**src/design/dualIssuePkg.sv**
```systemverilog
`default_nettype none

package dualIssuePkg;

    typedef logic [31:0] dataWord;
    typedef logic [4:0]  regIndex;

    // opcodes the core executes, all others retire as no-write
    localparam logic [6:0] opOp    = 7'b0110011;
    localparam logic [6:0] opOpImm = 7'b0010011;
    localparam logic [6:0] opLui   = 7'b0110111;

    typedef enum logic [3:0] {
        aluAdd   = 4'd0,
        aluSub   = 4'd1,
        aluSll   = 4'd2,
        aluSlt   = 4'd3,
        aluSltu  = 4'd4,
        aluXor   = 4'd5,
        aluSrl   = 4'd6,
        aluSra   = 4'd7,
        aluOr    = 4'd8,
        aluAnd   = 4'd9,
        aluPassB = 4'd10  // lui
    } aluOp;

    // operand source codes
    typedef enum logic [2:0] {
        fromRegFile = 3'b000,
        fromXmA     = 3'b010,
        fromXmB     = 3'b011,
        fromMwA     = 3'b100,
        fromMwB     = 3'b101
    } fwdSel;

endpackage

`default_nettype wire

```
**src/design/bypassUnit.sv**
```systemverilog
`timescale 1ns/1ps
`default_nettype none

module bypassUnit (
    input  dualIssuePkg::regIndex srcA1,
    input  dualIssuePkg::regIndex srcA2,
    input  dualIssuePkg::regIndex srcB1,
    input  dualIssuePkg::regIndex srcB2,
    input  logic                  xmWriteA,
    input  dualIssuePkg::regIndex xmRdA,
    input  logic                  xmWriteB,
    input  dualIssuePkg::regIndex xmRdB,
    input  logic                  mwWriteA,
    input  dualIssuePkg::regIndex mwRdA,
    input  logic                  mwWriteB,
    input  dualIssuePkg::regIndex mwRdB,
    output dualIssuePkg::fwdSel   selA1,
    output dualIssuePkg::fwdSel   selA2,
    output dualIssuePkg::fwdSel   selB1,
    output dualIssuePkg::fwdSel   selB2
);
    import dualIssuePkg::*;

    // --------------------
    // newest older writer wins
    // order: xm B, xm A, mw B, mw A
    // --------------------
    function automatic fwdSel pickSource(input regIndex src);
        if (src == '0) begin
            return fromRegFile;  // x0 never bypassed
        end
        if (xmWriteB && xmRdB != '0 && xmRdB == src) begin
            return fromXmB;
        end
        if (xmWriteA && xmRdA != '0 && xmRdA == src) begin
            return fromXmA;
        end
        if (mwWriteB && mwRdB != '0 && mwRdB == src) begin
            return fromMwB;
        end
        if (mwWriteA && mwRdA != '0 && mwRdA == src) begin
            return fromMwA;
        end
        return fromRegFile;
    endfunction

    always_comb begin
        selA1 = pickSource(srcA1);
        selA2 = pickSource(srcA2);
        selB1 = pickSource(srcB1);
        selB2 = pickSource(srcB2);
    end

endmodule

`default_nettype wire

```
**config.mk**
```make
export PLATFORM = sky130hd
export DESIGN_NAME = bypassUnit
export DESIGN_NICKNAME = d
export VERILOG_FILES = /design/src/design/dualIssuePkg.sv /design/src/design/bypassUnit.sv
export SDC_FILE = /design/constraint.sdc
export NUM_CORES = 1
export LEC_CHECK = 0
export BUFFER_PORTS_ARGS = -buffer_cell sky130_fd_sc_hd__buf_2
export CORE_UTILIZATION = 50
export DETAILED_ROUTE_END_ITERATION = 10
export GPL_ROUTABILITY_DRIVEN = 0
export PLACE_DENSITY = 0.95
export REMOVE_ABC_BUFFERS = 1
export SLEW_MARGIN = 5
export SYNTH_ARGS = -nofsm -noshare
export SYNTH_HDL_FRONTEND = slang
export SYNTH_SLANG_ARGS = --single-unit
```
**constraint.sdc**
```tcl
create_clock -name vclk -period 2.6
set_input_delay 0.13 -clock vclk [all_inputs]
set_output_delay 0.13 -clock vclk [all_outputs]
set_load 0.03 [all_outputs]
```
==> metrics.cfg, run 1 <==
[run_status]
status = finished, final reports clean

[sta]
hold_viol_final = 0
whs_ns = 0.7479
slew_violations = 0
slew_headroom_pct = 78.45
tightest_slew_ns = 0.3197
finalSetupTns_ns = 0
min_period_over_period_pct = 67.91
setup_viol = 0
period_minus_slack_ns = 1.766
rsz0062_at_grt = no
fmax_ghz = 0.5664

[floorplan]
core_mm2 = 0.002233
die_w_um = 50.84
die_y_um = 50.84
io_pins = 56
initial_core_util_pct = 53.39
die_area_mm2 = 0.002584
fp-row-count = 17

[synthesis]
synthSimpleGateAreaFrac_pct = 22.14
synth_area_leaders = xor2_1 30%, xnor2_1 29%, nor3_1 5.9%
synth_cell_types = 24
syn_area_mm2 = 0.001192
synth.avg_cell_area_um2 = 7.271
ys_seq_area_share_pct = 0
synth_mux_area_share_pct = 0
synthXorXnorAreaFrac_pct = 58.76
synthAdderAreaFrac_pct = 0
synth_top_family_by_area = XOR/XNOR gates
ys_warn_count = 0
syn_inst = 164
synth_top_area_cell = xor2_1
synth_top_area_share_pct = 30.12
synth_compound_area_share_pct = 9.234

[layout]
final_cell_mix = 56 x buf_2, 41 x xor2_1, 39 x xnor2_1, 14 x nor3_1, 11 x nand4_1
seqCellArea_um2 = 0
num_antenna_cells = 0
nFlopsAndLatches = 0
syn_to_final_growth_pct = 16.58
nets = 240
clkbuf_count = 0
fin_util_pct = 62.24
drive_gt1_share_pct = 32.47
final_common_cell = buf_2

[detailed_routing]
drc_errors = 0
wl_per_cell_um = 14.98
ant_nets = 0
dr.pass1.iters = 4
num_vias = 1229
drt_iter0_markers = 18
routed_wl_mm = 3.325
viasPerCell = 5.536

[cts]
post-cts-setup-buffers = 0
cts_resized = 0
postCtsHoldBufs = 0

[grt]
grt_pass1_vias = 1127
grt_max_degree = 7
grt_pass1_wl_mm = 5.313
antenna_found_initial = 0
grt_overflow = 0
track_usage_pct = 26.68

[setup_path]
critPathArrivalTime_ns = 1.64
worstPathMaxFanout = 5
cp-start-kind = input pin
critPathKind = input pin to output pin
cp.required_ns = 2.47
endpoint_kind = output pin

[place]
dp_hpwl_mm = 2.769
port-buffer-count = 56

[power]
peakVddDrop_mv = 0.1091
fin_total_pwr_mw = 0.2482
p_leak_nw = 0.6035
p_per_area_mw_per_mm2 = 178.6

[min_path]
hold_path_class = input pin to output pin

[job]
timing.max_cap.violations = 0

## synth_stat cells (all sizes together)
cell / n
xor2: 41
xnor2: 39
clkbuf: 18
nor3: 14
nand4: 12
buf: 8
nand2: 7
or4: 6
a21oi: 3
nand3: 3
o21a: 3
o21ai: 3
nand2b: 2
a221oi: 1
nor2: 1
nor4: 1
o31ai: 1
o41ai: 1
## critical path: stages
cell	delay [ns]
buf_2	0.14
or4_1	0.53
o21a_1	0.23
nand4_2	0.11
o41ai_2	0.09
a221oi_2	0.17
buf_2	0.23
## per-layer routing
layer	global-route usage (%)	wire length [µm]	part of all wire, %
met2	50.67	1742	52
met5	0	0	0
met1	34.22	1334	40
met3	0.5952	232	7.0
met4	2.778	14	0.42
## where the power goes
group | total, mW | leakage (nW) | switching, mW | internal [mW]
clock | 0 | 0 | 0 | 0
combinational | 0.248 | 0.604 | 0.141 | 0.107
sequential | 0 | 0 | 0 | 0
total | 0.248 | 0.604 | 0.141 | 0.107
## cell families after synthesis
kind of cell | count (synthesis)
AO/OA/AOI/OAI | 12
buffers and inverters | 26
XOR/XNOR | 80
AND/OR/NAND/NOR | 46
## worst paths after layout
path,startpoint,to,cells after the start
worst max-delay path,xmRdB[1],selB2[2],7
worst min-delay path,xmWriteA,selB2[1],4
## per-stage QoR
step	instances	setup WS [ns]	area, µm²
4_1_cts	222	0.8389	1390
6_report	222	0.8344	1390
5_1_grt	222	0.7738	1390
3_3_place_gp	222	0.8688	1390
2_1_floorplan	138	0.7339	1075
3_5_place_dp	222	0.8437	1390
## cell type report
cell class	instances	area [µm²]
multi-input cells	138	1075
repair buffers	56	280.3
fillers	222	843.3
well taps	28	35.03
(Power assumes the default switching activity.)
==> run 2: changes to the inputs <==
--- a/config.mk
+++ b/config.mk
@@ -6,10 +6,10 @@
 export NUM_CORES = 1
 export LEC_CHECK = 0
 export BUFFER_PORTS_ARGS = -buffer_cell sky130_fd_sc_hd__buf_2
-export CORE_UTILIZATION = 50
+export CORE_UTILIZATION = 45
 export DETAILED_ROUTE_END_ITERATION = 10
 export GPL_ROUTABILITY_DRIVEN = 0
-export PLACE_DENSITY = 0.95
+export PLACE_DENSITY = 0.91
 export REMOVE_ABC_BUFFERS = 1
 export SLEW_MARGIN = 5
 export SYNTH_ARGS = -nofsm -noshare
==> constraint.sdc (replaced) <==
create_clock -name vclk -period 1.6
set_input_delay 0.08 -clock vclk [all_inputs]
set_output_delay 0.08 -clock vclk [all_outputs]
set_load 0.03 [all_outputs]
==> run 2 against run 1 <==
  * Critical path depth stayed put
  * Worst setup slack got worse by 0.82 ns
  * Clock-buffer cell count unchanged
  * Combinational power grew 92%
  * Highest routed layer unchanged
  * Largest power group unchanged
==> metrics.cfg, run 2 (same netlist as run 1, synthesis figures left out) <==
[layout]
nFlopsAndLatches = 0  ; unchanged
stdcell_area_mm2 = 0.001614  ; +16%
fin_util_pct = 64.56  ; +2.3 points
nets = 254  ; +5.8%
nFillCells = 210  ; -5.4%
multi_input_area_mm2 = 0.001147  ; +6.8%
clkbuf_count = 0  ; unchanged
drive_gt1_share_pct = 41.35  ; +8.9 points
seqCellArea_um2 = 0  ; unchanged
stdcell_count = 238  ; +7.2%
final_cell_mix = 46 x buf_2, 41 x xor2_1, 37 x xnor2_1, 19 x buf_4, 14 x nor3_1
num_antenna_cells = 0  ; unchanged
final_common_cell = buf_2
syn_to_final_growth_pct = 35.36

[setup_path]
slowest_stage = or4_4
path_buf_inv = 2  ; unchanged
max_stage_delay_ns = 0.52  ; about the same
crit_start = xmRdB[1]
worstPathMaxFanout = 4  ; -1
crit_chain = buf_6, or4_4, o21a_4, nand4_1, o31ai_4, a21oi_1, buf_4
endpoint_kind = output pin
cp.required_ns = 1.52  ; -0.95 ns
cp-start-kind = input pin
critPathKind = input pin to output pin
cpLargestDelayFamily = simple AND/OR/NAND/NOR gates
critPathArrivalTime_ns = 1.51  ; -0.13 ns

[sta]
min_period_over_period_pct = 99.18
period_minus_slack_ns = 1.587
whs_ns = 0.6492  ; -0.09867 ns
worst_slack_ns = 0.01305  ; -0.8213 ns
slew_violations = 0  ; unchanged
fmax_ghz = 0.6301
finalSetupTns_ns = 0  ; unchanged
hold_viol_final = 0  ; unchanged
slew_headroom_pct = 78.46  ; about the same
setup_viol = 0  ; unchanged
tightest_slew_ns = 0.3206  ; +0.0008440 ns

[power]
peakVddDrop_mv = 0.1705  ; +56%
p_per_area_mw_per_mm2 = 295.7  ; +66%
p_leak_nw = 0.7087  ; +17%
fin_total_pwr_mw = 0.4773  ; +92%

[floorplan]
initial_core_util_pct = 47.70  ; -5.7 points
core_mm2 = 0.002500  ; +12%
die_area_mm2 = 0.002860  ; +11%
fp-row-count = 18  ; +1
die_y_um = 53.48  ; +5.2%
io_pins = 56  ; unchanged
die_w_um = 53.48  ; +5.2%

[place]
place_inst = 237  ; +6.8%
dp_slack_ns = -0.008134  ; -0.8518 ns
port-buffer-count = 56  ; unchanged
dp_hpwl_mm = 3.009  ; +8.6%
post_dp_cell_area_mm2 = 0.001490  ; +7.2%

[detailed_routing]
routed_wl_mm = 3.997  ; +20%
dr.pass1.iters = 4  ; unchanged
wl_per_cell_um = 16.79  ; +12%
drt_iter0_markers = 30  ; +12
drc_errors = 0  ; unchanged
num_vias = 1360  ; +11%
viasPerCell = 5.714  ; +3.2%
ant_nets = 0  ; unchanged

[min_path]
hold_path_class = input pin to output pin
min_to = selB2[1]
hold_depth = 4  ; unchanged
hp-start = xmWriteA

[grt]
grt_overflow = 0  ; unchanged
grt_pass1_wl_mm = 5.533  ; +4.1%
antenna_found_initial = 0  ; unchanged
grt_pass1_vias = 1233  ; +9.4%
track_usage_pct = 27.09  ; +0.41 points
grt_max_degree = 7  ; unchanged

[run_status]
status = finished, final reports clean

[job]
timing.max_cap.violations = 0  ; unchanged

[cts]
postCtsHoldBufs = 0  ; unchanged

-- run 2: cell types whose count changed in the layout (fill, tap and decap cells not counted), sizes merged --
cell | previous run | this run
buf | 56 | 70
-- run 2: area by class of cell --
| type | count | area share, % |
|---|---|---|
| repair buffers | 70 | 26.59 |
| well taps | 30 | 2.326 |
| multi-input cells | 138 | 71.09 |
-- run 2: where the power goes --
| part | switching, mW | internal, mW |
|---|---|---|
| registers | 0 | 0 |
| logic | 0.263 | 0.214 |
| clock network | 0 | 0 |
| total | 0.263 | 0.214 |
-- run 2: worst max-delay path by stage --
stage,end,slack (ns),cells past startpoint
2_1_floorplan,selB1[2],-0.17,5
3_5_place_dp,selA2[2],-0.008,7
3_3_place_gp,selB2[2],0.003,7
6_report,selB1[2],0.01,7
5_1_grt,selA1[0],-0.05,8
4_1_cts,selA2[2],-0.006,7
-- run 2: per-layer routing --
metal | wire, µm | vias to the layer above | global-route usage, %
met4 | 96 | 0 | 5.702
met5 | 0 | - | 0
met3 | 284 | 8 | 0.5747
met2 | 1958 | 75 | 46.88
li1 | - | 631 | -
met1 | 1657 | 646 | 36.67
-- run 2: tightest hold or removal path, cell delays in order --
cell	delay (ns)
buf_2	0.11
o21ai_4	0.10
o41ai_4	0.10
buf_2	0.18
-- run 2: timing repair --
item | 4_1_cts | 5_1_grt
gates cloned | 0 | 0
buffers inserted | 0 | 1
resized for setup | 3 | 27
endpoints found under the hold margin | 0 | 0
pin swaps | 1 | 5
setup endpoints to repair | 3 | 8
