### src/design/dualIssuePkg.sv
`default_nettype none

package dualIssuePkg;

    typedef logic [31:0] dataWord;
    typedef logic [4:0]  regIndex;

    // opcodes the core executes, all others retire as no-write
    localparam logic [6:0] opOp    = 7'b0110011;
    localparam logic [6:0] opOpImm = 7'b0010011;
    localparam logic [6:0] opLui   = 7'b0110111;

    typedef enum logic [3:0] {
        aluAdd   = 4'd0,
        aluSub   = 4'd1,
        aluSll   = 4'd2,
        aluSlt   = 4'd3,
        aluSltu  = 4'd4,
        aluXor   = 4'd5,
        aluSrl   = 4'd6,
        aluSra   = 4'd7,
        aluOr    = 4'd8,
        aluAnd   = 4'd9,
        aluPassB = 4'd10  // lui
    } aluOp;

    // operand source codes
    typedef enum logic [2:0] {
        fromRegFile = 3'b000,
        fromXmA     = 3'b010,
        fromXmB     = 3'b011,
        fromMwA     = 3'b100,
        fromMwB     = 3'b101
    } fwdSel;

endpackage

`default_nettype wire

### src/design/laneDecode.sv
`timescale 1ns/1ps
`default_nettype none

module laneDecode (
    input  logic                  clock,
    input  logic                  reset,
    input  logic                  issueValid,
    input  logic [31:0]           instr,
    output logic                  valid,
    output dualIssuePkg::regIndex rs1,
    output dualIssuePkg::regIndex rs2,
    output dualIssuePkg::regIndex rd,
    output logic                  writesReg,
    output dualIssuePkg::aluOp    op,
    output logic                  useImm,
    output dualIssuePkg::dataWord imm
);
    import dualIssuePkg::*;

    logic [31:0] instrReg;
    logic [6:0]  opcode;
    logic [2:0]  funct3;
    logic        altBit;  // funct7[5]

    function automatic aluOp mapFunct3(input logic [2:0] f3, input logic alt, input logic isReg);
        case (f3)
            3'b000:  mapFunct3 = (alt && isReg) ? aluSub : aluAdd;  // no subi
            3'b001:  mapFunct3 = aluSll;
            3'b010:  mapFunct3 = aluSlt;
            3'b011:  mapFunct3 = aluSltu;
            3'b100:  mapFunct3 = aluXor;
            3'b101:  mapFunct3 = alt ? aluSra : aluSrl;
            3'b110:  mapFunct3 = aluOr;
            default: mapFunct3 = aluAnd;
        endcase
    endfunction

    always_ff @(posedge clock) begin
        if (reset) begin
            valid <= 1'b0;
        end else begin
            valid <= issueValid;
        end
    end

    always_ff @(posedge clock) begin
        if (issueValid) begin
            instrReg <= instr;
        end
    end

    assign opcode = instrReg[6:0];
    assign funct3 = instrReg[14:12];
    assign altBit = instrReg[30];

    always_comb begin
        rs1       = '0;  // unused sources read x0
        rs2       = '0;
        rd        = instrReg[11:7];
        writesReg = 1'b0;
        op        = aluAdd;
        useImm    = 1'b0;
        imm       = '0;
        case (opcode)
            opOp: begin
                rs1       = instrReg[19:15];
                rs2       = instrReg[24:20];
                writesReg = 1'b1;
                op        = mapFunct3(funct3, altBit, 1'b1);
            end
            opOpImm: begin
                rs1       = instrReg[19:15];
                writesReg = 1'b1;
                op        = mapFunct3(funct3, altBit, 1'b0);
                useImm    = 1'b1;
                imm       = {{20{instrReg[31]}}, instrReg[31:20]};
            end
            opLui: begin
                writesReg = 1'b1;
                op        = aluPassB;
                useImm    = 1'b1;
                imm       = {instrReg[31:12], 12'b0};
            end
            default: begin
                writesReg = 1'b0;  // anything else flows through as a bubble
            end
        endcase
    end

endmodule

`default_nettype wire

### config.mk
export PLATFORM = sky130hd
export DESIGN_NAME = laneDecode
export DESIGN_NICKNAME = d
export VERILOG_FILES = /design/src/design/dualIssuePkg.sv /design/src/design/laneDecode.sv
export SDC_FILE = /design/constraint.sdc
export NUM_CORES = 1
export LEC_CHECK = 0
export ABC_AREA = 1
export BUFFER_PORTS_ARGS = -buffer_cell sky130_fd_sc_hd__buf_2
export CORE_MARGIN = 4
export CORE_UTILIZATION = 35
export CTS_CLUSTER_DIAMETER = 60
export DETAILED_ROUTE_END_ITERATION = 10
export HOLD_SLACK_MARGIN = 0.15
export PLACE_DENSITY = 0.63
export SLEW_MARGIN = 20
export SYNTH_ARGS = -nofsm -noshare
export SYNTH_HDL_FRONTEND = slang
export SYNTH_SLANG_ARGS = --single-unit
### constraint.sdc
create_clock -name clock -period 2.1 [get_ports clock]
set_input_delay 0.105 -clock clock [delete_from_list [all_inputs] [get_ports clock]]
set_output_delay 0.105 -clock clock [all_outputs]
set_load 0.01 [all_outputs]
==> flow_summary.yaml, run 1 <==
final_layout:
  fin_util_pct: 57.6
  multiInputGateArea_um2: 348
  synthToLayoutAreaGrowth_pct: 57.8
  nFillCells: 348
  finalNonFillerCells: 314
  drive_above_1_share_pct: 36.4
  diodes: 0
  seq_area_um2: 981
  finalNetCount: 298
  fin_area_um2: 2340
die:
  start_util_pct: 36.5
  die_w_um: 73.0
  core_um2: 4060
  core.rowCount: 23
  die_y_um: 73.0
  pin_count: 89
  die_area_um2: 5330
critical_path:
  cp_max_fo: 13
  arrival_ns: 1.71
  crit_required_ns: 2.00
  cp-start-kind: "register"
  endpoint_kind: "output port"
  crit_type: "reg2out"
drt:
  drt-wirelength-per-cell_um: 12.8
  drcViolationCount: 0
  drtIter0Drc: 84
  route.vias.total: 1382
  routed_wl_um: 4010
  ant_nets: 0
  viasPerCell: 4.40
  drt_first_pass_iters: 4
timing:
  min_period_ns: 1.81
  clock.fmax_ghz: 0.551
  rsz0062_at_grt: "no"
  drv_slew: 0
  hold_viol_final: 0
  period_share_pct: 86.4
  relSlewSlack_pct: 51.3
  fin_tns_setup_ns: 0
  setup_viol: 0
  tightestPinTransition_ns: 0.731
  timing.final.ws_setup_ns: 0.286
pwr:
  power.internal_w: 0.00110
  vdd_drop_max_mv: 0.437
  power_frac_comb_pct: 11.9
  clkPwrFrac_pct: 31.4
  sequentialPowerShare_pct: 56.7
  switching_share_pct: 21.9
  p_per_area_nw_per_um2: 604
  leakage_nw: 1.24
  p_switching_w: 0.000309
synthesis:
  ys_types: 14
  yosysWarnings: 0
  syn_nets: 180
  seq_area_frac_synth_pct: 66.3
  syn_area_per_cell_um2: 10.2
  synth_area_um2: 1480
  synth_cells: 145
  synth_seq_cells: 33
clock_network:
  cts-root-buf: "clkbuf_8"
  clock-sinks: 33
  tritoncts: "yes"
  numCtsBuffers: 5
  cts.path.max_buffers: 2
  cts-htree-levels: 2
  postCtsSetupRepairBufs: 0
  clkTransAtPathRegs_ns: 0.06
global_routing:
  grt_pass1_vias: 1437
  overflow: 0
  grt_usage_pct: 16.2
  grt_max_degree: 34
  grt_first_pass_wirelength_um: 6580
  antenna_found_initial: 0
min_path:
  hold_end: "valid$_SDFF_PP0_"
  worstHoldPathCells: 3
  hold_path_class: "in2reg"
  min-delay-start: "issueValid"
place:
  placed_cells: 273
  gp_congestion: 0.762
  place_area_um2: 1920
  port_buffers: 88
  hpwl_um: 2690
  post-place-ws_ns: 0.450
status:
  status: "finished clean"
run:
  cap_violations: 0
-- placed cells by master (no fill, tap or decap), drive strengths merged --
cell type / n
a21oi: 2
buf: 88
clkbuf: 8
dfxtp: 1
dlygate4sd3: 33
edfxtp: 32
inv: 25
nand2: 18
nand3: 6
nor2: 27
nor3: 2
o21ai: 22
-- area by class of cell --
cell class	count	area share, %
sequential	33	42.0
timing repair buffer	121	33.0
tap	50	2.68
clock buffer	8	3.43
inverter	25	4.02
multi-input combinational	77	14.9
-- kinds of logic after synthesis --
logic type / after synthesis / share of synthesized area, %
simple gates: 53 / 14.9
flops: 33 / 66.3
compound gates: 24 / 8.12
buf+inv: 35 / 10.7
-- power by group through the flow --
| stage | Sequential [W] | Clock (W) | Combinational [W] |
|---|---|---|---|
| 2_1_floorplan | 0.000810 | 0 | 0.0000613 |
| 3_3_place_gp | 0.000811 | 0 | 0.000117 |
| 3_5_place_dp | 0.000815 | 0 | 0.000118 |
| 4_1_cts | 0.000801 | 0.000457 | 0.000166 |
| 5_1_grt | 0.000808 | 0.000493 | 0.000189 |
| 6_report | 0.000800 | 0.000443 | 0.000168 |
-- flip-flops by register name, summed over array words and instances (netlist names) --
signal / flops
instrReg: 32
valid: 1
-- worst max-delay path by stage --
stage / start / to / slack, ns / cells after the start
after floorplan: instrReg[3]$_DFFE_PP_ / imm[12] / 0.84 / 6
after global placement: instrReg[3]$_DFFE_PP_ / imm[30] / 0.50 / 4
after detailed placement: instrReg[3]$_DFFE_PP_ / imm[30] / 0.45 / 4
after CTS: instrReg[3]$_DFFE_PP_ / imm[30] / 0.14 / 4
after global routing: instrReg[2]$_DFFE_PP_ / imm[31] / 0.08 / 4
final: instrReg[3]$_DFFE_PP_ / imm[31] / 0.29 / 4
-- repair_timing --
action                     CTS  global route
gates resized for setup      0             2
setup endpoints to repair    0            20
hold endpoints to repair    33             0
hold buffers                33             0
-- critical path, stage by stage, from the launching register on --
cell and delay, ns:
edfxtp_1 0.43, nor3_4 0.29, nand2_1 0.34, a21oi_1 0.22, buf_2 0.16
-- cell usage after synthesis, drive strengths merged --
cell type   n  share of area, %
nand2      18               4.6
inv        25               6.3
nor2       27               6.8
edfxtp     32                65
dfxtp       1               1.4
clkbuf      2              0.59
o21ai      22               7.4
a21oi       2              0.68
buf         8               3.8
nor3        2               1.4
nand3       6               2.0
-- through the flow --
stage	power [W]	hold WS (ns)
floorplan	0.000871	0.176
global placement	0.000928	0.260
detailed placement	0.000932	0.263
CTS	0.00142	0.378
global route	0.00149	0.447
finish	0.00141	0.407
-- routing by layer --
metal  global-route usage [%]  wire [um]
met2                     28.5       2150
met5                        0          0
met4                     6.35         70
met1                     17.8       1500
met3                     5.37        290
(Power assumes the default switching activity.)
==> run 2, diff against run 1 <==
==> constraint.sdc (replaced) <==
create_clock -name clock -period 2.3 [get_ports clock]
set_input_delay 0.115 -clock clock [delete_from_list [all_inputs] [get_ports clock]]
set_output_delay 0.115 -clock clock [all_outputs]
set_load 0.01 [all_outputs]
==> run 2 against run 1 <==
Against the previous run:
- combinational power is 9.5% lower
- sequential cell count stayed put
- count of clock-buffer cells in the layout stayed put
==> flow_summary.yaml, run 2 (synthesized netlist as in run 1, its figures left out) <==
drt:
  drt_first_pass_iters: 4
  ant_nets: 0
  routed_wl_um: 4080
  drtIter0Drc: 37
  drt-wirelength-per-cell_um: 13.0
  route.vias.total: 1394
  drcViolationCount: 0
  viasPerCell: 4.44
timing:
  clock.fmax_ghz: 0.502
  hold_viol_final: 0
  drv_slew: 0
  tightestPinTransition_ns: 0.729
  min_period_ns: 1.99
  timing.final.ws_setup_ns: 0.306
  relSlewSlack_pct: 51.4
  fin_tns_setup_ns: 0
  period_share_pct: 86.7
  rsz0062_at_grt: "no"
  setup_viol: 0
global_routing:
  grt_usage_pct: 16.4
  grt_first_pass_wirelength_um: 6660
  busiest_layer: "met2"
  grt_pass1_vias: 1483
  grt_use_met3_pct: 4.27
  globalRouteMet2Util_pct: 30.0
  antenna_found_initial: 0
  overflow: 0
  met1_usage_pct: 17.5
  grt_max_degree: 34
clock_network:
  cts-root-buf: "clkbuf_8"
  numCtsBuffers: 5
  tritoncts: "yes"
  clkTransAtPathRegs_ns: 0.06
  cts.path.max_buffers: 2
  cts-htree-levels: 2
  clock-sinks: 33
final_layout:
  regMostFlops: "instrReg"
  synthToLayoutAreaGrowth_pct: 57.3
  finalNetCount: 298
  top_regs: "instrReg (32), valid (1)"
  nFillCells: 361
  largest_reg_flops: 32
  layout_common_cells: "buf_2 (88), dlygate4sd3_1 (33), edfxtp_1 (32)"
  final_common_cell: "buf_2"
  diodes: 0
  drive_above_1_share_pct: 35.6
  fin_area_um2: 2330
place:
  port_buffers: 88
  post-place-ws_ns: 0.645
  place_area_um2: 1920
  gp_congestion: 0.762
  hpwl_um: 2670
die:
  core.rowCount: 23
  die_y_um: 73.0
  die_w_um: 73.0
  pin_count: 89
  core_um2: 4060
  start_util_pct: 36.5
  die_area_um2: 5330
pwr:
  leakage_nw: 1.23
  power_w: 0.00129
  p_per_area_nw_per_um2: 553
  vdd_drop_max_mv: 0.380
critical_path:
  cp_max_fo: 20
  crit_required_ns: 2.18
  startpoint: "instrReg[3]$_DFFE_PP_"
  endpoint_kind: "output port"
  endpoint: "imm[20]"
  crit_type: "reg2out"
  cp-start-kind: "register"
  arrival_ns: 1.88
run:
  cap_violations: 0
status:
  status: "finished clean"
min_path:
  hold_path_class: "in2reg"
run 2: critical path, stage by stage, from the launching register on:
cell and delay, ns:
edfxtp_1 0.44, nor3_4 0.27, nand3_1 0.46, o21ai_0 0.26, buf_2 0.18
run 2: per-layer routing:
layer / share of wire, % / wire length (um)
met5: 0 / 0
met4: 1.8 / 72
met3: 6.8 / 276
met2: 54 / 2210
met1: 37 / 1520
run 2: worst min path at each step:
stage                                        end  cells past startpoint        from
after floorplan                 valid$_SDFF_PP0_                      1       reset
after global placement          valid$_SDFF_PP0_                      2       reset
after detailed placement        valid$_SDFF_PP0_                      2       reset
after CTS                       valid$_SDFF_PP0_                      3  issueValid
after global routing      instrReg[24]$_DFFE_PP_                      1  issueValid
final                           valid$_SDFF_PP0_                      3  issueValid
run 2: what timing repair did:
action,4_1_cts,5_1_grt
resized for setup,0,0
buffers inserted,0,0
endpoints found under the hold margin,33,0
hold buffers,33,0
run 2: where the power goes:
| group | switching [W] | internal, W |
|---|---|---|
| Clock | 0.000190 | 0.000215 |
| Combinational | 0.0000737 | 0.0000787 |
| Sequential | 0.0000181 | 0.000713 |
| Total | 0.000282 | 0.00101 |
run 2: area by class of cell:
cell class	count	area (um2)	area share [%]
Clock buffer	8	80.1	3.44
Inverter	25	93.8	4.03
Sequential cell	33	981	42.1
Tap cell	50	62.6	2.69
Timing Repair Buffer	121	771	33.1
Multi-Input combinational cell	77	340	14.6
run 2: per-stage QoR:
stage / hold WS [ns] / util (%) / cells
2_1_floorplan: 0.186 / - / 145
3_3_place_gp: 0.270 / 47.3 / 273
3_5_place_dp: 0.273 / 47.3 / 273
4_1_cts: 0.392 / 57.4 / 314
5_1_grt: 0.479 / 57.4 / 314
6_report: 0.422 / 57.4 / 314
