<file path="src/design/dualIssuePkg.sv">
`default_nettype none

package dualIssuePkg;

    typedef logic [31:0] dataWord;
    typedef logic [4:0]  regIndex;

    // opcodes the core executes, all others retire as no-write
    localparam logic [6:0] opOp    = 7'b0110011;
    localparam logic [6:0] opOpImm = 7'b0010011;
    localparam logic [6:0] opLui   = 7'b0110111;

    typedef enum logic [3:0] {
        aluAdd   = 4'd0,
        aluSub   = 4'd1,
        aluSll   = 4'd2,
        aluSlt   = 4'd3,
        aluSltu  = 4'd4,
        aluXor   = 4'd5,
        aluSrl   = 4'd6,
        aluSra   = 4'd7,
        aluOr    = 4'd8,
        aluAnd   = 4'd9,
        aluPassB = 4'd10  // lui
    } aluOp;

    // operand source codes
    typedef enum logic [2:0] {
        fromRegFile = 3'b000,
        fromXmA     = 3'b010,
        fromXmB     = 3'b011,
        fromMwA     = 3'b100,
        fromMwB     = 3'b101
    } fwdSel;

endpackage

`default_nettype wire

</file>
<file path="src/design/alu.sv">
`timescale 1ns/1ps
`default_nettype none

module alu (
    input  dualIssuePkg::dataWord a,
    input  dualIssuePkg::dataWord b,
    input  dualIssuePkg::aluOp    op,
    output dualIssuePkg::dataWord result
);
    import dualIssuePkg::*;

    logic [4:0] shamt;

    assign shamt = b[4:0];  // rv32 shifts use 5 bits

    always_comb begin
        case (op)
            aluAdd:   result = a + b;
            aluSub:   result = a - b;
            aluSll:   result = a << shamt;
            aluSlt:   result = {31'b0, $signed(a) < $signed(b)};
            aluSltu:  result = {31'b0, a < b};
            aluXor:   result = a ^ b;
            aluSrl:   result = a >> shamt;
            aluSra:   result = $signed(a) >>> shamt;
            aluOr:    result = a | b;
            aluAnd:   result = a & b;
            aluPassB: result = b;
            default:  result = '0;
        endcase
    end

endmodule

`default_nettype wire

</file>
<file path="src/design/execLane.sv">
`timescale 1ns/1ps
`default_nettype none

module execLane (
    input  logic                  clock,
    input  logic                  reset,
    input  logic                  isLaneB,  // which bypass codes point at this lane
    input  logic                  valid,
    input  dualIssuePkg::regIndex rs1,
    input  dualIssuePkg::regIndex rs2,
    input  dualIssuePkg::regIndex rd,
    input  logic                  writesReg,
    input  dualIssuePkg::aluOp    op,
    input  logic                  useImm,
    input  dualIssuePkg::dataWord imm,
    input  dualIssuePkg::dataWord regData1,
    input  dualIssuePkg::dataWord regData2,
    input  dualIssuePkg::fwdSel   sel1,
    input  dualIssuePkg::fwdSel   sel2,
    input  dualIssuePkg::dataWord otherXmResult,
    input  dualIssuePkg::dataWord otherMwResult,
    output dualIssuePkg::regIndex src1,
    output dualIssuePkg::regIndex src2,
    output logic                  xmWrite,
    output dualIssuePkg::regIndex xmRd,
    output dualIssuePkg::dataWord xmResult,
    output logic                  mwWrite,
    output dualIssuePkg::regIndex mwRd,
    output dualIssuePkg::dataWord mwResult
);
    import dualIssuePkg::*;

    logic    dxValid;
    logic    dxWritesReg;
    logic    dxUseImm;
    regIndex dxRd;
    aluOp    dxOp;
    dataWord dxImm;
    dataWord dxData1;
    dataWord dxData2;
    dataWord xmValA, xmValB;
    dataWord mwValA, mwValB;
    dataWord operand1, operand2;
    dataWord aluResult;

    function automatic dataWord pickOperand(
        input fwdSel   sel,
        input dataWord regVal,
        input dataWord xmA,
        input dataWord xmB,
        input dataWord mwA,
        input dataWord mwB
    );
        case (sel)
            fromXmA: return xmA;
            fromXmB: return xmB;
            fromMwA: return mwA;
            fromMwB: return mwB;
            default: return regVal;
        endcase
    endfunction

    // ------ execute ------
    assign xmValA = isLaneB ? otherXmResult : xmResult;
    assign xmValB = isLaneB ? xmResult : otherXmResult;
    assign mwValA = isLaneB ? otherMwResult : mwResult;
    assign mwValB = isLaneB ? mwResult : otherMwResult;

    always_comb begin
        operand1 = pickOperand(sel1, dxData1, xmValA, xmValB, mwValA, mwValB);
        if (dxUseImm) begin
            operand2 = dxImm;
        end else begin
            operand2 = pickOperand(sel2, dxData2, xmValA, xmValB, mwValA, mwValB);
        end
    end

    alu alu0 (
        .a      (operand1),
        .b      (operand2),
        .op     (dxOp),
        .result (aluResult)
    );

    // ------ stage registers ------
    always_ff @(posedge clock) begin
        if (reset) begin
            dxValid <= 1'b0;
            xmWrite <= 1'b0;
            mwWrite <= 1'b0;
        end else begin
            dxValid <= valid;
            xmWrite <= dxValid && dxWritesReg && (dxRd != '0);  // no x0 writeback
            mwWrite <= xmWrite;
        end
    end

    always_ff @(posedge clock) begin
        src1        <= rs1;
        src2        <= rs2;
        dxRd        <= rd;
        dxWritesReg <= writesReg;
        dxOp        <= op;
        dxUseImm    <= useImm;
        dxImm       <= imm;
        dxData1     <= regData1;
        dxData2     <= regData2;
        xmRd        <= dxRd;
        xmResult    <= aluResult;
        mwRd        <= xmRd;  // memory stage is a plain pass
        mwResult    <= xmResult;
    end

endmodule

`default_nettype wire

</file>
<file path="config.mk">
export PLATFORM = sky130hd
export DESIGN_NAME = execLane
export DESIGN_NICKNAME = d
export VERILOG_FILES = /design/src/design/dualIssuePkg.sv /design/src/design/alu.sv /design/src/design/execLane.sv
export SDC_FILE = /design/constraint.sdc
export NUM_CORES = 1
export LEC_CHECK = 0
export BUFFER_PORTS_ARGS = -buffer_cell sky130_fd_sc_hd__buf_4
export CORE_MARGIN = 4
export CORE_UTILIZATION = 24
export DETAILED_ROUTE_END_ITERATION = 6
export PLACE_DENSITY = 0.52
export SYNTH_ARGS = -nofsm -noshare
export SYNTH_HDL_FRONTEND = slang
export SYNTH_SLANG_ARGS = --single-unit
</file>
<file path="constraint.sdc">
create_clock -name clock -period 13 [get_ports clock]
set_clock_uncertainty 0.1 [all_clocks]
set_input_delay 0.65 -clock clock [delete_from_list [all_inputs] [get_ports clock]]
set_output_delay 0.65 -clock clock [all_outputs]
set_load 0.005 [all_outputs]
</file>
==> results of run 1 <==
[cells by family after synthesis]
logic type / Yosys count / share of synthesized area, %
mux: 234 / 14.4
flops: 194 / 22.9
fa+ha+maj: 100 / 7.48
compound gates: 749 / 30.8
simple gates: 639 / 16.4
xor+xnor: 12 / 0.820
buf+inv: 259 / 7.08
[per-stage QoR]
step | area [um2] | instances | setup WS (ns) | power, mW | hold slack (ns)
final | 20500 | 3332 | 6.41 | 2.69 | 0.136
after floorplan | 16900 | 2187 | 7.58 | 1.50 | 0.223
after detailed placement | 19800 | 3299 | 6.07 | 2.06 | 0.231
after CTS | 20500 | 3331 | 6.61 | 2.67 | 0.0971
after global routing | 20500 | 3331 | 5.98 | 2.81 | 0.111
after global placement | 19800 | 3299 | 6.26 | 2.08 | 0.230
[power groups by stage]
stage / logic [mW] / clock network, mW / registers (mW)
floorplan: 0.754 / 0 / 0.750
global placement: 1.25 / 0 / 0.823
detailed placement: 1.24 / 0 / 0.820
CTS: 1.25 / 0.609 / 0.807
global route: 1.37 / 0.628 / 0.817
finish: 1.28 / 0.591 / 0.813
[per-layer routing]
metal  track usage, %  vias to the layer above  share of wire, %
met4             9.46                        2               4.4
li1                 -                     8513                 -
met1             30.4                     9266                42
met5                0                        -             0.015
met2             35.9                     1053                45
met3             5.07                      178               8.8
[placed cells by master, fill, tap and decap left out, types with 30 or more instances in the layout]
cell      count
o21ai_0     118
buf_4       335
nand3_1      30
nor3_1       42
mux2i_1     194
a22oi_1      46
nor2_1      203
ha_1         98
nand2_1     257
a21oi_1     178
inv_1        90
a221oi_1     55
dfxtp_1     193
o221ai_1     35
[worst paths after layout]
| check | slack, ns | cells after the start | from | end |
|---|---|---|---|---|
| max reg2reg | 7.44 | 15 | dxUseImm$_DFF_P_ | xmResult[27]$_DFF_P_ |
| max | 6.41 | 20 | isLaneB | xmResult[27]$_DFF_P_ |
| min | 0.14 | 1 | op[3] | dxOp[3]$_DFF_P_ |
| min reg2reg | 0.25 | 0 | dxRd[2]$_DFF_P_ | xmRd[2]$_DFF_P_ |
[flip-flops by register name, summed over array words and instances (netlist names)]
| register | cells |
|---|---|
| dxData1 | 32 |
| dxData2 | 32 |
| dxImm | 32 |
| dxOp | 4 |
| dxRd | 5 |
| dxUseImm | 1 |
| dxValid | 1 |
| dxWritesReg | 1 |
| mwRd | 5 |
| mwResult | 32 |
| mwWrite | 1 |
| src1 | 5 |
| src2 | 5 |
| xmRd | 5 |
| xmResult | 32 |
| xmWrite | 1 |
[area by class of cell]
class	instances	area, um2	share of cell area [%]
multi-input cells	1734	11900	58.1
inverters	96	375	1.83
clock buffers	17	425	2.08
clock inverters	15	213	1.04
repair buffers	335	2510	12.3
well taps	940	1180	5.74
diodes	1	2.50	0.0122
flip-flops and latches	194	3880	19.0
==> flow_summary.ini, run 1 <==
[timing]
setup_viol = 0
maxSlewViolCount = 0
hold_viol = 0
fin_crit_ns = 6.59
slew_headroom_pct = 19.8
fin_setup_tns_ns = 0
worstMarginPinSlew_ns = 1.19
rsz0062_at_grt = false
fmax_ghz = 0.152
timing.final.crit_share_pct = 50.7

[power]
switching_power_mw = 1.24
p_sw_share_pct = 46.0
p_int_mw = 1.45
power_density_nw_per_um2 = 131
p_clk_share_pct = 22.0
combPwrFrac_pct = 47.8
p_leak_nw = 8.92
seqPwrFrac_pct = 30.2
vdd_drop_max_mv = 0.114

[setup_path]
required_ns = 13.29
cp_top_family = compound AO/OA/AOI/OAI gates
cpMaxStageDelayCell = buf_4
path_max_fanout = 40
crit_top_cell = a21oi_1
timing.critical_path.buf_inv = 3
crit_type = primary input to flip-flop
critPathLaunchType = primary input
worstPathCellList = buf_4 > xnor2_4 > buf_4 > mux2i_1 > o21ai_0 > a21oi_1 > nor2_1 > a21oi_1 > inv_1 > ha_1 > nand2_1 > o21ai_0 > a21oi_1 > o22ai_1 > o21ai_0 > o41ai_1 > nor2_1 > a221oi_1 > a21oi_1 > or4b_1
worstSetupEndpointType = flip-flop
slowest_delay_ns = 0.65
arrival_ns = 6.88

[final_layout]
area_growth_pct = 21.0
nets = 2669
fill_cells = 7574
fin_util_pct = 29.3
layout-drive-gt1-share_pct = 18.9

[yosys]
syn-num-nets = 2478
synth_most_common_cell = nand2_1
yosys.area.top_type = dfxtp_1
ys_top_cells_by_count = 257 x nand2_1, 207 x nor2_1, 194 x dfxtp_1, 194 x mux2i_1, 178 x a21oi_1
synth_enable_flop_cells = 0
ys_seq_area_share_pct = 22.9
synthDistinctLibCells = 98
synthArstFlopShare_pct = 0
synth.top_cell.area_share_pct = 22.9
synth_ff_type = dfxtp_1
netlist_instances = 2187
yosysWarnings = 0
post_synth_instance_area_um2 = 16900
synth_area_per_cell_um2 = 7.74
synth_area_leaders = dfxtp_1 23%, mux2i_1 11%, ha_1 7.2%, nand2_1 5.7%, a21oi_1 5.3%
yosys_register_bits = 194

[detailed_routing]
wl_per_cell_um = 26.9
num_vias = 19000
via_per_inst = 5.71
drc_errors = 4
ant_nets = 0
routed_wl_mm = 89.6
drtPass1Iterations = 7
drt-initial-drc-count = 2406

[cts]
clock-sinks = 194
cts_setup_buffers = 0
holdBufCountCts = 0
clock-root-buffer = clkbuf_16
ctsHtreeMaxLevel = 4
cts-resized-gates = 0
cts_tree = done
cts.clk_slew.worst_paths_ns = 0.10
clk_path_buf_depth = 2
cts-buffers-inserted = 17
clock_latency_ns = 0.51

[floorplanning]
initial_core_util_pct = 24.2
core_area_um2 = 70000
die-area_um2 = 74900
die_h_um = 274
rows = 97
fp.dieW_um = 274
ioPinCount = 277

[place]
gp_congestion = 1.02
dp_hpwl_mm = 69.3
io_buffer_count = 276

[global_route]
grt-ovfl-total = 0
antenna_found_initial = 2
track_usage_pct = 22.9
grt_pass1_vias = 17400
grt_pass1_wl_mm = 127
grt_max_degree = 79

[hold_path]
holdCritPathClass = primary input to flip-flop

[run_status]
outcome = complete, but fails checks
violations = DRC

[job]
drv_cap = 0
Note: power is estimated with default switching activity, not from simulation.
==> inputs of run 2 (changes only) <==
--- a/config.mk
+++ b/config.mk
@@ -9,7 +9,7 @@
 export CORE_MARGIN = 4
 export CORE_UTILIZATION = 24
 export DETAILED_ROUTE_END_ITERATION = 6
-export PLACE_DENSITY = 0.52
+export PLACE_DENSITY = 0.53
 export SYNTH_ARGS = -nofsm -noshare
 export SYNTH_HDL_FRONTEND = slang
 export SYNTH_SLANG_ARGS = --single-unit
==> constraint.sdc (replaced) <==
create_clock -name clock -period 5.66 [get_ports clock]
set_clock_uncertainty 0.1 [all_clocks]
set_input_delay 0.283 -clock clock [delete_from_list [all_inputs] [get_ports clock]]
set_output_delay 0.283 -clock clock [all_outputs]
set_load 0.005 [all_outputs]
==> flow_summary.ini, run 2 (synthesis gave the netlist of run 1 again) <==
[final_layout]
fin_util_pct = 31.9
layout-drive-gt1-share_pct = 20.6
regArea_um2 = 3880
nets = 2871
layout_commonest_cell = buf_4
design_area_um2 = 22400
multi_input_area_um2 = 11900
area_growth_pct = 32.1
layout_common_cells = 411 x buf_4, 257 x nand2_1, 203 x nor2_1
fill_cells = 7407

[floorplanning]
ioPinCount = 277
rows = 97
fp.dieW_um = 274
die-area_um2 = 74900
initial_core_util_pct = 24.2
core_area_um2 = 70000
die_h_um = 274

[setup_path]
timing.critical_path.buf_inv = 5
cp_top_family = compound AO/OA/AOI/OAI gates
crit_top_cell = buf_4
arrival_ns = 5.52
path_depth = 22
path_max_fanout = 16
crit_type = primary input to flip-flop
required_ns = 5.90
r2r-start = xmResult[5]$_DFF_P_
worstSetupEndpointType = flip-flop
critPathLaunchType = primary input
cpMaxStageDelayCell = xnor2_4
crit_start = sel2[0]
reg2regPathDepth = 20
reg2reg_to = xmResult[23]$_DFF_P_
worstPathCellList = buf_4 > xnor2_4 > mux2i_1 > o21ai_0 > a21oi_1 > nor2_1 > buf_4 > a21oi_1 > inv_1 > ha_1 > nor2b_1 > a22oi_1 > o31a_1 > o22ai_1 > buf_4 > o41ai_1 > o21ai_0 > o41ai_1 > buf_4 > nor2_1 > a211oi_1 > o2111ai_1
endpoint = xmResult[23]$_DFF_P_
reg2reg_setup_slack_ns = 0.60
slowest_delay_ns = 0.63

[cts]
cts_tree = done
cts-resized-gates = 0
clock-root-buffer = clkbuf_16
ctsHtreeMaxLevel = 4
clk_path_buf_depth = 2
cts.clk_slew.worst_paths_ns = 0.08
holdBufCountCts = 119
cts-buffers-inserted = 17
clock_latency_ns = 0.49
clock-sinks = 194
cts_setup_buffers = 0

[detailed_routing]
ant_nets = 0
drtPass1Iterations = 6
routed_wl_mm = 90.7
drt-initial-drc-count = 2233
num_vias = 19900
wl_per_cell_um = 25.7
via_per_inst = 5.64
drc_errors = 0

[power]
p_sw_share_pct = 44.6
p_clk_share_pct = 20.9
p_total_mw = 6.34
vdd_drop_max_mv = 0.229
seqPwrFrac_pct = 28.9
p_int_mw = 3.51
combPwrFrac_pct = 50.3
power_density_nw_per_um2 = 284
p_leak_nw = 9.84
switching_power_mw = 2.83

[timing]
hold_viol = 0
hold_ws_ns = 0.244
slew_headroom_pct = 34.3
setup_viol = 0
worstMarginPinSlew_ns = 0.957
timing.final.ws_setup_ns = 0.385
rsz0062_at_grt = false
fin_crit_ns = 5.27
timing.final.crit_share_pct = 93.2
maxSlewViolCount = 0
fmax_ghz = 0.190

[place]
dp_hpwl_mm = 70.3
postPlaceCellArea_um2 = 20600
gp_congestion = 1.03
pre_cts_slack_ns = -0.0320
io_buffer_count = 276

[job]
drv_cap = 0

[global_route]
track_usage_pct = 23.0
grt-ovfl-total = 0
grt_pass1_wl_mm = 129
antenna_found_initial = 1
grt_max_degree = 68
grt_pass1_vias = 18600
use_met2_pct = 37.6
met1_usage_pct = 30.0
grt.busiest_layer = met2
use_met3_pct = 3.88

[run_status]
outcome = complete, no violations

[hold_path]
holdCritPathClass = flip-flop to flip-flop
## run 2: cell count changes in the layout (fill, tap and decap cells not counted), sizes merged
cell         before  now
clkinv            8    4
clkinvlp          0    2
dlygate4sd3       0  119
buf             335  418
clkbuf           17   19
## run 2: how the worst min path moves through the flow
stage	start	to	slack [ns]	depth (start not counted)
global route	dxRd[0]$_DFF_P_	xmRd[0]$_DFF_P_	0.25	0
detailed placement	dxRd[0]$_DFF_P_	xmRd[0]$_DFF_P_	0.23	0
CTS	dxRd[0]$_DFF_P_	xmRd[0]$_DFF_P_	0.25	0
global placement	dxRd[0]$_DFF_P_	xmRd[0]$_DFF_P_	0.23	0
finish	dxRd[3]$_DFF_P_	xmRd[3]$_DFF_P_	0.24	0
floorplan	regData1[0]	dxData1[0]$_DFF_P_	0.21	0
## run 2: cell type report
type / instances / area share (%)
tap: 940 / 5.26
antenna: 1 / 0.0112
clock inverter: 13 / 0.744
clock buffer: 19 / 2.03
inverter: 96 / 1.68
timing repair buffer: 537 / 19.7
multi-input combinational: 1734 / 53.2
sequential: 194 / 17.4
## run 2: power by group through the flow
stage,Clock [mW],Combinational (mW),Sequential (mW)
floorplan,0,1.73,1.72
global placement,0,3.04,1.86
detailed placement,0,3.01,1.85
CTS,1.36,3.09,1.82
global route,1.41,3.37,1.84
finish,1.32,3.19,1.83
## run 2: worst register-to-register path, cell delays in order (launching register included)
cell and delay [ns]:
dfxtp_1 0.44, mux2i_1 0.29, o21ai_0 0.11, a21oi_1 0.15, nor2_1 0.05, buf_4 0.17
a21oi_1 0.29, inv_1 0.11, ha_1 0.39, nor2b_1 0.18, a22oi_1 0.20, o31a_1 0.23
o22ai_1 0.19, buf_4 0.20, o41ai_1 0.42, o21ai_0 0.28, o41ai_1 0.53, buf_4 0.21
nor2_1 0.04, a211oi_1 0.22, o2111ai_1 0.14
## run 2: through the flow
step	setup TNS (ns)	instances
after global routing	0	3533
final	0	3534
after detailed placement	-0.0320	3382
after CTS	0	3533
after floorplan	0	2187
after global placement	0	3382
## run 2: layer usage
metal | vias to the layer above | part of all wire (%)
met2 | 1213 | 46
met5 | - | 0
li1 | 8892 | -
met3 | 206 | 8.7
met1 | 9606 | 41
met4 | 0 | 4.6
